$ cat src/rtl/uart_pkg.sv
package uart_pkg;

   // ============================================================
   // bit timing
   // ============================================================

   localparam int clks_per_bit = 8;             // kept short for simulation, any value >= 4
   localparam int half_bit = clks_per_bit / 2;  // start bit confirm point
   localparam int tmr_w = $clog2(clks_per_bit);

   localparam logic [tmr_w-1:0] bit_last = tmr_w'(clks_per_bit - 1);
   localparam logic [tmr_w-1:0] half_last = tmr_w'(half_bit - 1);

   // ============================================================
   // frame layout
   // ============================================================

   localparam int data_bits = 8;
   localparam int frame_bits = data_bits + 3;   // start + data + parity + stop
   localparam int cnt_w = $clog2(frame_bits);

   localparam logic [cnt_w-1:0] frame_last = cnt_w'(frame_bits - 1);
   localparam logic [cnt_w-1:0] data_last = cnt_w'(data_bits - 1);

   localparam logic start_bit = 1'b0;
   localparam logic stop_bit = 1'b1;            // also the idle line level

   // ============================================================
   // shared types
   // ============================================================

   typedef struct packed {
      logic [data_bits-1:0] data;
   } tx_req_t;

   typedef struct packed {
      logic [data_bits-1:0] data;
      logic                 parity_err;
      logic                 frame_err;
   } rx_result_t;

   typedef enum logic [2:0] {
      idle,
      send_lo,
      wait_lo,
      send_hi,
      wait_hi
   } ctrl_state_t;

   typedef enum logic [2:0] {
      rx_idle,
      rx_start,
      rx_data,
      rx_parity,
      rx_stop
   } rx_state_t;

endpackage
$ cat src/rtl/uart_top.sv
`timescale 1ns/1ps

module uart_top (
   input  logic                 clk,
   input  logic                 rst_n,
   input  logic [15:0]          cmd_in,
   input  logic                 cmd_vld,
   output logic                 cmd_rdy,
   input  logic                 rx,
   output logic                 tx,
   output logic                 read_vld,
   output uart_pkg::rx_result_t read_res
);

   logic                 tx_req;
   uart_pkg::tx_req_t    tx_byte;
   logic                 tx_ack;
   logic                 rx_vld;
   uart_pkg::rx_result_t rx_res;

   uart_cmd_ctrl uart_cmd_ctrl_i (
      .clk      (clk),
      .rst_n    (rst_n),
      .cmd_in   (cmd_in),
      .cmd_vld  (cmd_vld),
      .cmd_rdy  (cmd_rdy),
      .tx_req   (tx_req),
      .tx_byte  (tx_byte),
      .tx_ack   (tx_ack),
      .rx_vld   (rx_vld),
      .rx_res   (rx_res),
      .read_vld (read_vld),
      .read_res (read_res)
   );

   uart_tx_shifter uart_tx_shifter_i (
      .clk     (clk),
      .rst_n   (rst_n),
      .tx_req  (tx_req),
      .tx_byte (tx_byte),
      .tx_ack  (tx_ack),
      .tx      (tx)
   );

   uart_rx_sampler uart_rx_sampler_i (
      .clk    (clk),
      .rst_n  (rst_n),
      .rx     (rx),
      .rx_vld (rx_vld),
      .rx_res (rx_res)
   );

endmodule

$ cat src/rtl/uart_cmd_ctrl.sv
`timescale 1ns/1ps

module uart_cmd_ctrl (
   input  logic                 clk,
   input  logic                 rst_n,
   input  logic [15:0]          cmd_in,
   input  logic                 cmd_vld,
   output logic                 cmd_rdy,
   output logic                 tx_req,
   output uart_pkg::tx_req_t    tx_byte,
   input  logic                 tx_ack,
   input  logic                 rx_vld,
   input  uart_pkg::rx_result_t rx_res,
   output logic                 read_vld,
   output uart_pkg::rx_result_t read_res
);

   uart_pkg::ctrl_state_t state;
   uart_pkg::ctrl_state_t state_nxt;
   logic [15:0]           cmd_q;

   // ============================================================
   // command sequencer
   // ============================================================

   assign cmd_rdy = (state == uart_pkg::idle);
   assign tx_req  = (state == uart_pkg::send_lo) || (state == uart_pkg::send_hi);

   // byte select holds steady over each whole req/ack cycle
   assign tx_byte.data = ((state == uart_pkg::send_hi) || (state == uart_pkg::wait_hi))
                         ? cmd_q[15:8] : cmd_q[7:0];

   always_comb begin
      state_nxt = state;
      unique case (state)
         uart_pkg::idle:    if (cmd_vld) state_nxt = uart_pkg::send_lo;
         uart_pkg::send_lo: if (tx_ack)  state_nxt = uart_pkg::wait_lo;
         uart_pkg::wait_lo: if (!tx_ack) state_nxt = uart_pkg::send_hi;
         uart_pkg::send_hi: if (tx_ack)  state_nxt = uart_pkg::wait_hi;
         uart_pkg::wait_hi: if (!tx_ack) state_nxt = uart_pkg::idle;
         default:           state_nxt = uart_pkg::idle;
      endcase
   end

   always_ff @(posedge clk or negedge rst_n) begin
      if (!rst_n) begin
         state <= uart_pkg::idle;
      end else begin
         state <= state_nxt;
      end
   end

   always_ff @(posedge clk) begin
      if (cmd_vld && cmd_rdy) begin
         cmd_q <= cmd_in;                      // held until both bytes are out
      end
   end

   // ============================================================
   // read port
   // ============================================================

   always_ff @(posedge clk or negedge rst_n) begin
      if (!rst_n) begin
         read_vld <= 1'b0;
      end else begin
         read_vld <= rx_vld;
      end
   end

   always_ff @(posedge clk) begin
      if (rx_vld) begin
         read_res <= rx_res;                   // no back-pressure, newest wins
      end
   end

endmodule

$ cat src/rtl/uart_rx_sampler.sv
`timescale 1ns/1ps

module uart_rx_sampler (
   input  logic                 clk,
   input  logic                 rst_n,
   input  logic                 rx,
   output logic                 rx_vld,
   output uart_pkg::rx_result_t rx_res
);

   uart_pkg::rx_state_t               state;
   logic                              rx_meta;
   logic                              rx_sync;
   logic                              rx_d;
   logic                              fall;
   logic [uart_pkg::tmr_w-1:0]        bit_tmr;
   logic [uart_pkg::cnt_w-1:0]        bit_cnt;
   logic [uart_pkg::data_bits-1:0]    data_q;
   logic                              par_q;
   logic                              tick;
   logic                              stop_tick;

   // ============================================================
   // synchronizer and edge detect
   // ============================================================

   always_ff @(posedge clk or negedge rst_n) begin
      if (!rst_n) begin
         rx_meta <= 1'b1;
         rx_sync <= 1'b1;
         rx_d    <= 1'b1;
      end else begin
         rx_meta <= rx;
         rx_sync <= rx_meta;
         rx_d    <= rx_sync;
      end
   end

   assign fall      = rx_d && !rx_sync;
   assign tick      = (bit_tmr == uart_pkg::bit_last);
   assign stop_tick = (state == uart_pkg::rx_stop) && tick;

   // ============================================================
   // frame FSM
   // ============================================================

   always_ff @(posedge clk or negedge rst_n) begin
      if (!rst_n) begin
         state   <= uart_pkg::rx_idle;
         bit_tmr <= '0;
         bit_cnt <= '0;
      end else begin
         unique case (state)
            uart_pkg::rx_idle: begin
               bit_tmr <= '0;
               if (fall) begin
                  state <= uart_pkg::rx_start;
               end
            end
            uart_pkg::rx_start: begin
               if (bit_tmr == uart_pkg::half_last) begin
                  bit_tmr <= '0;
                  bit_cnt <= '0;
                  // high at mid start bit means it was a glitch
                  state <= (rx_sync == uart_pkg::start_bit) ? uart_pkg::rx_data
                                                            : uart_pkg::rx_idle;
               end else begin
                  bit_tmr <= bit_tmr + 1'b1;
               end
            end
            uart_pkg::rx_data: begin
               if (tick) begin
                  bit_tmr <= '0;
                  if (bit_cnt == uart_pkg::data_last) begin
                     state <= uart_pkg::rx_parity;
                  end else begin
                     bit_cnt <= bit_cnt + 1'b1;
                  end
               end else begin
                  bit_tmr <= bit_tmr + 1'b1;
               end
            end
            uart_pkg::rx_parity: begin
               if (tick) begin
                  bit_tmr <= '0;
                  state   <= uart_pkg::rx_stop;
               end else begin
                  bit_tmr <= bit_tmr + 1'b1;
               end
            end
            uart_pkg::rx_stop: begin
               if (tick) begin
                  bit_tmr <= '0;
                  state   <= uart_pkg::rx_idle;  // mid stop bit, ready for next edge
               end else begin
                  bit_tmr <= bit_tmr + 1'b1;
               end
            end
            default: begin
               state <= uart_pkg::rx_idle;
            end
         endcase
      end
   end

   // ============================================================
   // data capture and result
   // ============================================================

   always_ff @(posedge clk) begin
      if ((state == uart_pkg::rx_data) && tick) begin
         data_q <= {rx_sync, data_q[uart_pkg::data_bits-1:1]};  // lsb first
      end
      if ((state == uart_pkg::rx_parity) && tick) begin
         par_q <= rx_sync;
      end
      if (stop_tick) begin
         rx_res.data       <= data_q;
         rx_res.parity_err <= ~^{data_q, par_q};   // odd parity over data + parity
         rx_res.frame_err  <= (rx_sync != uart_pkg::stop_bit);
      end
   end

   always_ff @(posedge clk or negedge rst_n) begin
      if (!rst_n) begin
         rx_vld <= 1'b0;
      end else begin
         rx_vld <= stop_tick;
      end
   end

endmodule

$ cat src/rtl/uart_tx_shifter.sv
`timescale 1ns/1ps

module uart_tx_shifter (
   input  logic              clk,
   input  logic              rst_n,
   input  logic              tx_req,
   input  uart_pkg::tx_req_t tx_byte,
   output logic              tx_ack,
   output logic              tx
);

   logic                              busy;
   logic [uart_pkg::tmr_w-1:0]        bit_tmr;
   logic [uart_pkg::cnt_w-1:0]        bit_cnt;
   logic [uart_pkg::frame_bits-1:0]   frame_q;
   logic                              start_frame;
   logic                              bit_end;
   logic                              last_bit;

   // a request is only taken once the previous ack has been released
   assign start_frame = tx_req && !busy && !tx_ack;
   assign bit_end     = busy && (bit_tmr == uart_pkg::bit_last);
   assign last_bit    = (bit_cnt == uart_pkg::frame_last);

   // ============================================================
   // frame register
   // ============================================================

   always_ff @(posedge clk) begin
      if (start_frame) begin
         frame_q <= {uart_pkg::stop_bit,
                     ~^tx_byte.data,              // odd parity
                     tx_byte.data,
                     uart_pkg::start_bit};
      end else if (bit_end) begin
         frame_q <= {uart_pkg::stop_bit, frame_q[uart_pkg::frame_bits-1:1]};
      end
   end

   // ============================================================
   // bit timer and counter
   // ============================================================

   always_ff @(posedge clk or negedge rst_n) begin
      if (!rst_n) begin
         busy    <= 1'b0;
         bit_tmr <= '0;
         bit_cnt <= '0;
      end else if (start_frame) begin
         busy    <= 1'b1;
         bit_tmr <= '0;
         bit_cnt <= '0;
      end else if (busy) begin
         if (bit_end) begin
            bit_tmr <= '0;
            if (last_bit) begin
               busy <= 1'b0;                   // stop bit done
            end else begin
               bit_cnt <= bit_cnt + 1'b1;
            end
         end else begin
            bit_tmr <= bit_tmr + 1'b1;
         end
      end
   end

   // ============================================================
   // line driver and ack phase
   // ============================================================

   always_ff @(posedge clk or negedge rst_n) begin
      if (!rst_n) begin
         tx <= uart_pkg::stop_bit;
      end else if (start_frame) begin
         tx <= uart_pkg::start_bit;
      end else if (bit_end) begin
         tx <= frame_q[1];
      end
   end

   always_ff @(posedge clk or negedge rst_n) begin
      if (!rst_n) begin
         tx_ack <= 1'b0;
      end else if (bit_end && last_bit) begin
         tx_ack <= 1'b1;
      end else if (tx_ack && !tx_req) begin
         tx_ack <= 1'b0;                       // requester has dropped req
      end
   end

endmodule

$ cat config.mk
export PLATFORM = sky130hd
export DESIGN_NAME = uart_top
export DESIGN_NICKNAME = d
export VERILOG_FILES = /design/src/rtl/uart_pkg.sv /design/src/rtl/uart_top.sv /design/src/rtl/uart_cmd_ctrl.sv /design/src/rtl/uart_rx_sampler.sv /design/src/rtl/uart_tx_shifter.sv
export SDC_FILE = /design/constraint.sdc
export NUM_CORES = 1
export LEC_CHECK = 0
export ABC_AREA = 1
export BUFFER_PORTS_ARGS = -buffer_cell sky130_fd_sc_hd__buf_2
export CAP_MARGIN = 20
export CORE_MARGIN = 3
export CORE_UTILIZATION = 59
export DETAILED_ROUTE_END_ITERATION = 8
export GPL_ROUTABILITY_DRIVEN = 0
export PLACE_DENSITY_LB_ADDON = 0.15
export SYNTH_ARGS = -nofsm -noshare
export SYNTH_HDL_FRONTEND = slang
export SYNTH_SLANG_ARGS = --single-unit
$ cat constraint.sdc
create_clock -name clk -period 3.1 [get_ports clk]
set_input_delay 0.465 -clock clk [delete_from_list [all_inputs] [get_ports clk]]
set_output_delay 0.465 -clock clk [all_outputs]
set_load 0.01 [all_outputs]
==> summary.md, run 1 <==
| Metric | Value |
|---|---|
| Status | finished clean |
| Ports | 33 |
| Number of synthesized register bits | 82 |
| Drt total wl | ~6100 microns |
| R2R setup slack | around 1.2 ns |
| Period utilization | 0.619 |
| Worst Path Required | 2.63 ns |
| Clock-pin transition on the worst setup and hold timing paths | roughly 0.09 ns |
| Max-Cap Viols | 0 |
| TritonCTS buffer count | 9 |
| RR Endpoint | uart_tx_shifter_i.frame_q[5] |
| # diodes | 0 |
| CP cell instances | nor2_1 -> inv_1 -> nor2_1 -> buf_2 |
| Num rows | 28 |
| Core area | 5960 sq um |
| Most crowded layer after global routing | met2 |
| Resized cells post-CTS | 0 |
| Post-Syn Area per Cell | ~11 sq um |
| Vias in the first global route | around 2100 |
| Post-route setup TNS | 0 ns |
| Final WS setup | about 1.2 ns |
| GRT met2 Usage | 0.263 |
| Htree depth | 3 |
| Post-CTS setup buffer count | 0 |
| DRC | 0 |
| Pre-CTS setup slack | roughly 1.2 ns |
| Starting density of the core | 0.615 |
| Setup CP Type | reg -> out |
| Fmax | between 500 and 600 MHz |
| Initial antenna violation count | 0 |
| Register area share after synthesis | 0.635 |
| Critical-path top delay cell | dfrtp_1 |
| Nets | 414 |
| Crit path DAT | 1.45 ns |
| GR Util met3 | 0.0510 |
| Detailed placer's ending HPWL | ~4300 microns |
| Hold Buf Count CTS | 0 |
| Worst-Margin Slew | ~0.66 ns |
| CTS tree | yes |
| Worst skew pair latency | between 0.3 and 0.4 ns |
| First-pass GRT wire length | roughly 9800 microns |
| Clock Skew | between 0.006 and 0.007 ns |
| Min Tclk post-route | about 1.9 ns |
| Full die area | roughly 7200 sq um |
| Final Hold Viols | 0 |
| CP Max Fanout | 6 |
| Largest area contributor in the netlist | edfxtp_1 |
| Worst reg2reg path depth | 8 |
| IO Port Bufs | 32 |
| Total power divided by cell area | between 800 and 900 nW/um^2 |
| Synth area leaders | edfxtp_1 44%, dfrtp_1 16%, nand2_1 9.7% |
| Largest net degree at the start of global routing | 29 |
| Commonest non-fill, non-tap cells in the layout | 95 x nand2_1, 54 x edfxtp_1, 40 x inv_1, 32 x buf_2, 27 x nand3_1 |
| Unique masters post-synth | 35 |
| # fillers | 463 |
| Slew Limit Fails | 0 |
| 1st-iter DRT viols | 80 |
| CP Launch Type | register |
| Hold crit path type | in -> async |
| Vias per inst | slightly above 5 |
| CP most frequent cell | nor2_1 |
| GRT Util Overall | 0.175 |
| CTS Buffer Depth | 2 |
| CP peak stage delay | around 0.47 ns |
| Area Growth Syn to Fin | 11.2% |
| Die H | 84.8 microns |
| Slew margin rel. | 0.560 |
| Post-detailed-route wirelength per cell | roughly 13 microns |
| Clock sinks | 82 |
| RSZ-0062 raised after global routing | no |
| Final Hold Slack | between 0.1 and 0.15 ns |
| Synth Cell Area | around 3700 sq um |
| Antenna-violating nets left | 0 |
| Final setup vio count | 0 |
| GRT Residual Overflow | 0 |
| Buffers and inverters on the worst path | 2 |
| Share of the synthesized area in the top cell type | 0.443 |
| Yosys Warn Count | 0 |
| First drt pass iteration count | 4 |
| Commonest non-fill, non-tap cell in the layout | nand2_1 |
| Kind of end point of the critical path | primary output |
| VDD IR max | 0.000480 V |
| Net Count, Synth | around 370 |
| Total number of vias | between 2000 and 2500 |
| Critical path's top delay family | flip-flops |
| Grt met1 use | 0.248 |
| Die width | 84.8 microns |
| Leakage | ~1.8 nW |
| CTS Root Buffer Type | clkbuf_8 |
| Cells after Synth | approximately 350 |
| Layout cells sized above 1 | 0.192 |
| Reg2Reg Launch Point | uart_cmd_ctrl_i.state[0] |
-- where the power goes --
group	internal, mW	total [mW]	switching [mW]
Sequential	1.38	1.53	0.153
Combinational	0.409	1.18	0.773
Clock	0.316	0.754	0.438
-- cell type report --
cell class | instances | area, sq um | area share
clock buffer | 9 | 124 | 0.0304
clock inverter | 7 | 67.6 | 0.0166
inverter | 47 | 176 | 0.0433
multi-input combinational | 211 | 1110 | 0.272
sequential | 82 | 2330 | 0.571
tap | 75 | 93.8 | 0.0230
timing repair buffer | 34 | 175 | 0.0430
-- worst max-delay path by stage --
| stage | start | to | slack, ns | depth (start not counted) |
|---|---|---|---|---|
| finish | uart_cmd_ctrl_i.state[0] | cmd_rdy | 1.18 | 4 |
| global route | uart_cmd_ctrl_i.state[0] | uart_tx_shifter_i.frame_q[8] | 1.0 | 8 |
| CTS | uart_cmd_ctrl_i.state[0] | uart_tx_shifter_i.frame_q[6] | 1.20 | 8 |
| detailed placement | uart_cmd_ctrl_i.state[0] | uart_tx_shifter_i.frame_q[6] | 1.22 | 8 |
| global placement | uart_cmd_ctrl_i.state[1] | uart_tx_shifter_i.frame_q[9] | 1.29 | 12 |
| floorplan | uart_cmd_ctrl_i.state[0] | uart_cmd_ctrl_i.cmd_q[0] | 0.88 | 3 |
-- flip-flops by register name, summed over array words and instances, names as in the netlist, 3 cells and up --
signal                     flops
uart_cmd_ctrl_i.read_res      10
uart_cmd_ctrl_i.cmd_q         16
uart_rx_sampler_i.data_q       8
uart_rx_sampler_i.rx_res      10
uart_tx_shifter_i.bit_tmr      3
uart_tx_shifter_i.frame_q      9
uart_rx_sampler_i.state        3
uart_tx_shifter_i.bit_cnt      4
uart_rx_sampler_i.bit_tmr      3
uart_cmd_ctrl_i.state          3
uart_rx_sampler_i.bit_cnt      4
-- logic make-up (layout without fill, tap and decap cells) --
kind of cell | after synthesis | in the layout | share of synthesized area
xor+xnor | 9 | 9 | 0.0215
simple gates | 156 | 156 | 0.192
flops | 82 | 82 | 0.635
mux | 1 | 1 | 0.00273
compound gates | 36 | 36 | 0.0550
buf+inv | 52 | 97 | 0.0629
fa+ha+maj | 9 | 9 | 0.0307
-- metrics by stage --
step,cell area (sq um),utilization,power (mW),instances
floorplan,3660,-,2.51,345
global placement,3880,0.652,2.68,449
detailed placement,3880,0.652,2.73,449
CTS,4070,0.684,3.48,465
global route,4070,0.684,3.73,465
finish,4070,0.684,3.47,465
-- cell usage after synthesis (all sizes together) --
cell type,instances
nand2,104
nand4,1
or2,1
ha,9
dfrtp,24
o21ai,23
a21oi,6
mux2i,1
nand3b,3
dfstp,4
o211ai,1
clkinv,1
xor2,6
o22ai,1
inv,46
o21a,1
o2111ai,1
buf,5
o31ai,3
nor3,3
edfxtp,54
nand3,28
nor2,15
nor3b,1
xnor2,3
-- metal layers --
layer  wire (microns)  up-vias  share of wire
li1                 -     1223              -
met1             2910     1060           0.48
met2             2780       65           0.46
met3              331        4          0.055
met4               46        0         0.0076
met5                0        -              0
Power figures use the tool's default switching activity.
==> run 2, diff against run 1 <==
--- a/config.mk
+++ b/config.mk
@@ -9,7 +9,7 @@
 export BUFFER_PORTS_ARGS = -buffer_cell sky130_fd_sc_hd__buf_2
 export CAP_MARGIN = 20
 export CORE_MARGIN = 3
-export CORE_UTILIZATION = 59
+export CORE_UTILIZATION = 53
 export DETAILED_ROUTE_END_ITERATION = 8
 export GPL_ROUTABILITY_DRIVEN = 0
 export PLACE_DENSITY_LB_ADDON = 0.15
==> constraint.sdc (replaced) <==
create_clock -name clk -period 1.7 [get_ports clk]
set_input_delay 0.255 -clock clk [delete_from_list [all_inputs] [get_ports clk]]
set_output_delay 0.255 -clock clk [all_outputs]
set_load 0.01 [all_outputs]
==> run 2 against run 1 <==
  * The flow now finishes with violations (setup timing)
  * Utilization down 1.2 points
  * Register-to-register slack worse by 1.2 ns
  * Cell count up 6.5%
  * Power up 98%
  * Flip-flop and latch count unchanged
  * Wire length down 4.0%
  * Design area up 7.7%
  * Sequential share of layout area down 4.0 points
  * Combinational power up 130%
==> summary.md, run 2 (synthesis results as in run 1) <==
| Metric | Value |
|---|---|
| Number of flip-flops under the largest register name | 16 (unchanged) |
| Final setup vio count | 1 (+1) |
| Leakage | 1.96 nW (+6.8%) |
| Commonest non-fill, non-tap cells in the layout | 92 x nand2_1, 54 x edfxtp_1, 38 x inv_1, 32 x buf_2, 27 x nand3_1 |
| Largest net degree at the start of global routing | 29 (unchanged) |
| Antenna-violating nets left | 0 (unchanged) |
| CP peak stage delay | 0.47 ns (about the same) |
| Layout cells sized above 1 | 0.285 (+0.0924) |
| Vias in the first global route | 2230 (+4.1%) |
| Slew Limit Fails | 0 (unchanged) |
| Hold crit path type | in -> reg |
| IO Port Bufs | 32 (unchanged) |
| CTS tree | yes |
| CP Max Fanout | 5 (-1) |
| Setup CP Type | reg -> reg |
| VDD IR max | 0.000727 V (+51%) |
| Worst skew pair latency | 0.35 ns (about the same) |
| Post-detailed-route wirelength per cell | 11.7 microns (-9.8%) |
| Worst Path Required | 1.82 ns (-0.81 ns) |
| Final Util | 0.672 (-0.0120) |
| Worst-Margin Slew | 0.634 ns (-0.0244 ns) |
| Critical-path top delay cell | dfrtp_2 |
| # fillers | 515 (+11%) |
| GRT Util Overall | 0.167 (-0.00837) |
| Failing checks | setup timing |
| Drt total wl | 5820 microns (-4.0%) |
| First-pass GRT wire length | 10200 microns (+3.7%) |
| 1st-iter DRT viols | 63 (-21%) |
| Clock-pin transition on the worst setup and hold timing paths | 0.09 ns (about the same) |
| Die H | 89.1 microns (+5.1%) |
| Part of the power in the clock network | 0.193 (-0.025) |
| # diodes | 0 (unchanged) |
| Detailed placer's ending HPWL | 4120 microns (-4.1%) |
| CP cell instances | nor2_4 -> nand2_4 -> buf_4 -> nand3_1 -> nand2_1 -> nand2_1 -> nand2_2 -> inv_2 -> nand2_1 -> nand2_1 -> nand2_1 -> nand3_1 -> nand2_1 |
| Total number of vias | 2442 (+3.8%) |
| Worst reg2reg path depth | 13 (+5) |
| Area of the multi-input gates | 1180 sq um (+6.8%) |
| Combinational share of power | 0.403 (+0.062) |
| CP Launch Type | register |
| Psw | 2.64 mW (+94%) |
| WHS Path Cells | 1 |
| CTS Buffer Depth | 2 (unchanged) |
| Die width | 89.1 microns (+5.1%) |
| Slew margin rel. | 0.578 (+0.0179) |
| Max-Cap Viols | 0 (unchanged) |
| Crit path DAT | 1.84 ns (+0.39 ns) |
| Final WS setup | -0.0232 ns (-1.20 ns) |
| Clock Skew | 0.00907 ns (+0.00249 ns) |
| Min Tclk post-route | approximately 1.7 ns |
| Initial antenna violation count | 0 (unchanged) |
| Kind of end point of the critical path | register |
| TritonCTS buffer count | 9 (unchanged) |
| Total power divided by cell area | 1570 nW/um^2 (+84%) |
| FF+latch area | 2330 sq um (+0.16%) |
| Clock sinks | 82 (unchanged) |
| DRC | 0 (unchanged) |
| First drt pass iteration count | 4 (unchanged) |
| Period utilization | 1.01 |
| Fmax | 580 MHz |
| Final Hold Viols | 0 (unchanged) |
| Full die area | 7940 sq um (+10%) |
| Htree depth | 3 (unchanged) |
| Core area | 6530 sq um (+9.7%) |
| Num rows | 29 (+3.6%) |
| Reg with most FFs | uart_cmd_ctrl_i.cmd_q |
| GRT Residual Overflow | 0 (unchanged) |
| Area Growth Syn to Fin | 19.8% |
| Sw Share | 0.385 (-0.00908) |
| Sequential Power Share | 0.404 (-0.037) |
| Commonest non-fill, non-tap cell in the layout | nand2_1 |
| Stages on worst setup path | 13 (+9) |
| Starting density of the core | 0.561 (-0.0542) |
| Post-route setup TNS | -0.0232 ns (-0.0232 ns) |
| RSZ-0062 raised after global routing | yes |
| Vias per inst | 4.93 (-2.5%) |
| Ports | 33 (unchanged) |
| Biggest regs | uart_cmd_ctrl_i.cmd_q: 16 flops, uart_cmd_ctrl_i.read_res: 10 flops, uart_rx_sampler_i.rx_res: 10 flops |
| Cell-internal power | 4.23 mW (+100%) |
| Critical path's top delay family | simple AND/OR/NAND/NOR gates |
| Pre-CTS setup slack | -0.0390 ns (-1.26 ns) |
| CTS Root Buffer Type | clkbuf_8 |
| Nets | 442 (+6.8%) |
| CP most frequent cell | nand2_1 |
| Buffers and inverters on the worst path | 2 (unchanged) |
| Status | finished with violations |
run 2: timing repair:
action | CTS | global route
cloned | 1 | 1
gates resized for setup | 5 | 24
endpoints found under the setup margin | 5 | 30
buffers inserted | 1 | 4
pin swaps | 0 | 10
hold buffers | 2 | 0
endpoints found under the hold margin | 25 | 0
run 2: metrics by stage:
| step | power, mW | hold WS, ns | cell area (sq um) | std cells |
|---|---|---|---|---|
| 3_5_place_dp | 5.27 | 0.316 | 4050 | 470 |
| 6_report | 6.88 | 0.0752 | 4390 | 495 |
| 5_1_grt | 7.46 | 0.0600 | 4390 | 495 |
| 4_1_cts | 6.68 | 0.0624 | 4300 | 490 |
| 2_1_floorplan | 4.60 | -0.0406 | 3680 | 345 |
| 3_3_place_gp | 5.19 | 0.314 | 4050 | 470 |
run 2: routing by layer:
metal | global-route usage | routed length (microns) | vias up
met2 | 0.243 | 2630 | 44
met1 | 0.240 | 2850 | 1113
met5 | 0 | 0 | -
met3 | 0.0387 | 232 | 10
li1 | - | - | 1275
met4 | 0.0731 | 105 | 0
run 2: layout make-up:
cell class,instances,share of cell area
inverters,47,0.0410
clock buffers,9,0.0282
clock inverters,7,0.0160
repair buffers,60,0.0901
well taps,77,0.0219
flip-flops and latches,82,0.531
repair inverters,1,0.00171
multi-input cells,212,0.270
run 2: path summary, 6_finish.rpt:
kind,startpoint,slack (ns),to
setup reg to reg,uart_cmd_ctrl_i.state[1],-0.02,uart_tx_shifter_i.frame_q[9]
min in group asynchronous,rst_n,0.45,uart_tx_shifter_i.bit_cnt[1]
hold reg to reg,uart_rx_sampler_i.rx_meta,0.36,uart_rx_sampler_i.rx_sync
max in group asynchronous,rst_n,0.79,uart_cmd_ctrl_i.state[2]
hold / removal,cmd_in[5],0.08,uart_cmd_ctrl_i.cmd_q[5]
setup / recovery,uart_cmd_ctrl_i.state[1],-0.02,uart_tx_shifter_i.frame_q[9]
run 2: power by group through the flow:
stage / Clock [mW] / Sequential (mW) / Combinational (mW)
floorplan: 0 / 2.74 / 1.87
global placement: 0 / 2.79 / 2.40
detailed placement: 0 / 2.80 / 2.47
CTS: 1.38 / 2.77 / 2.54
global route: 1.46 / 2.82 / 3.18
finish: 1.32 / 2.78 / 2.77
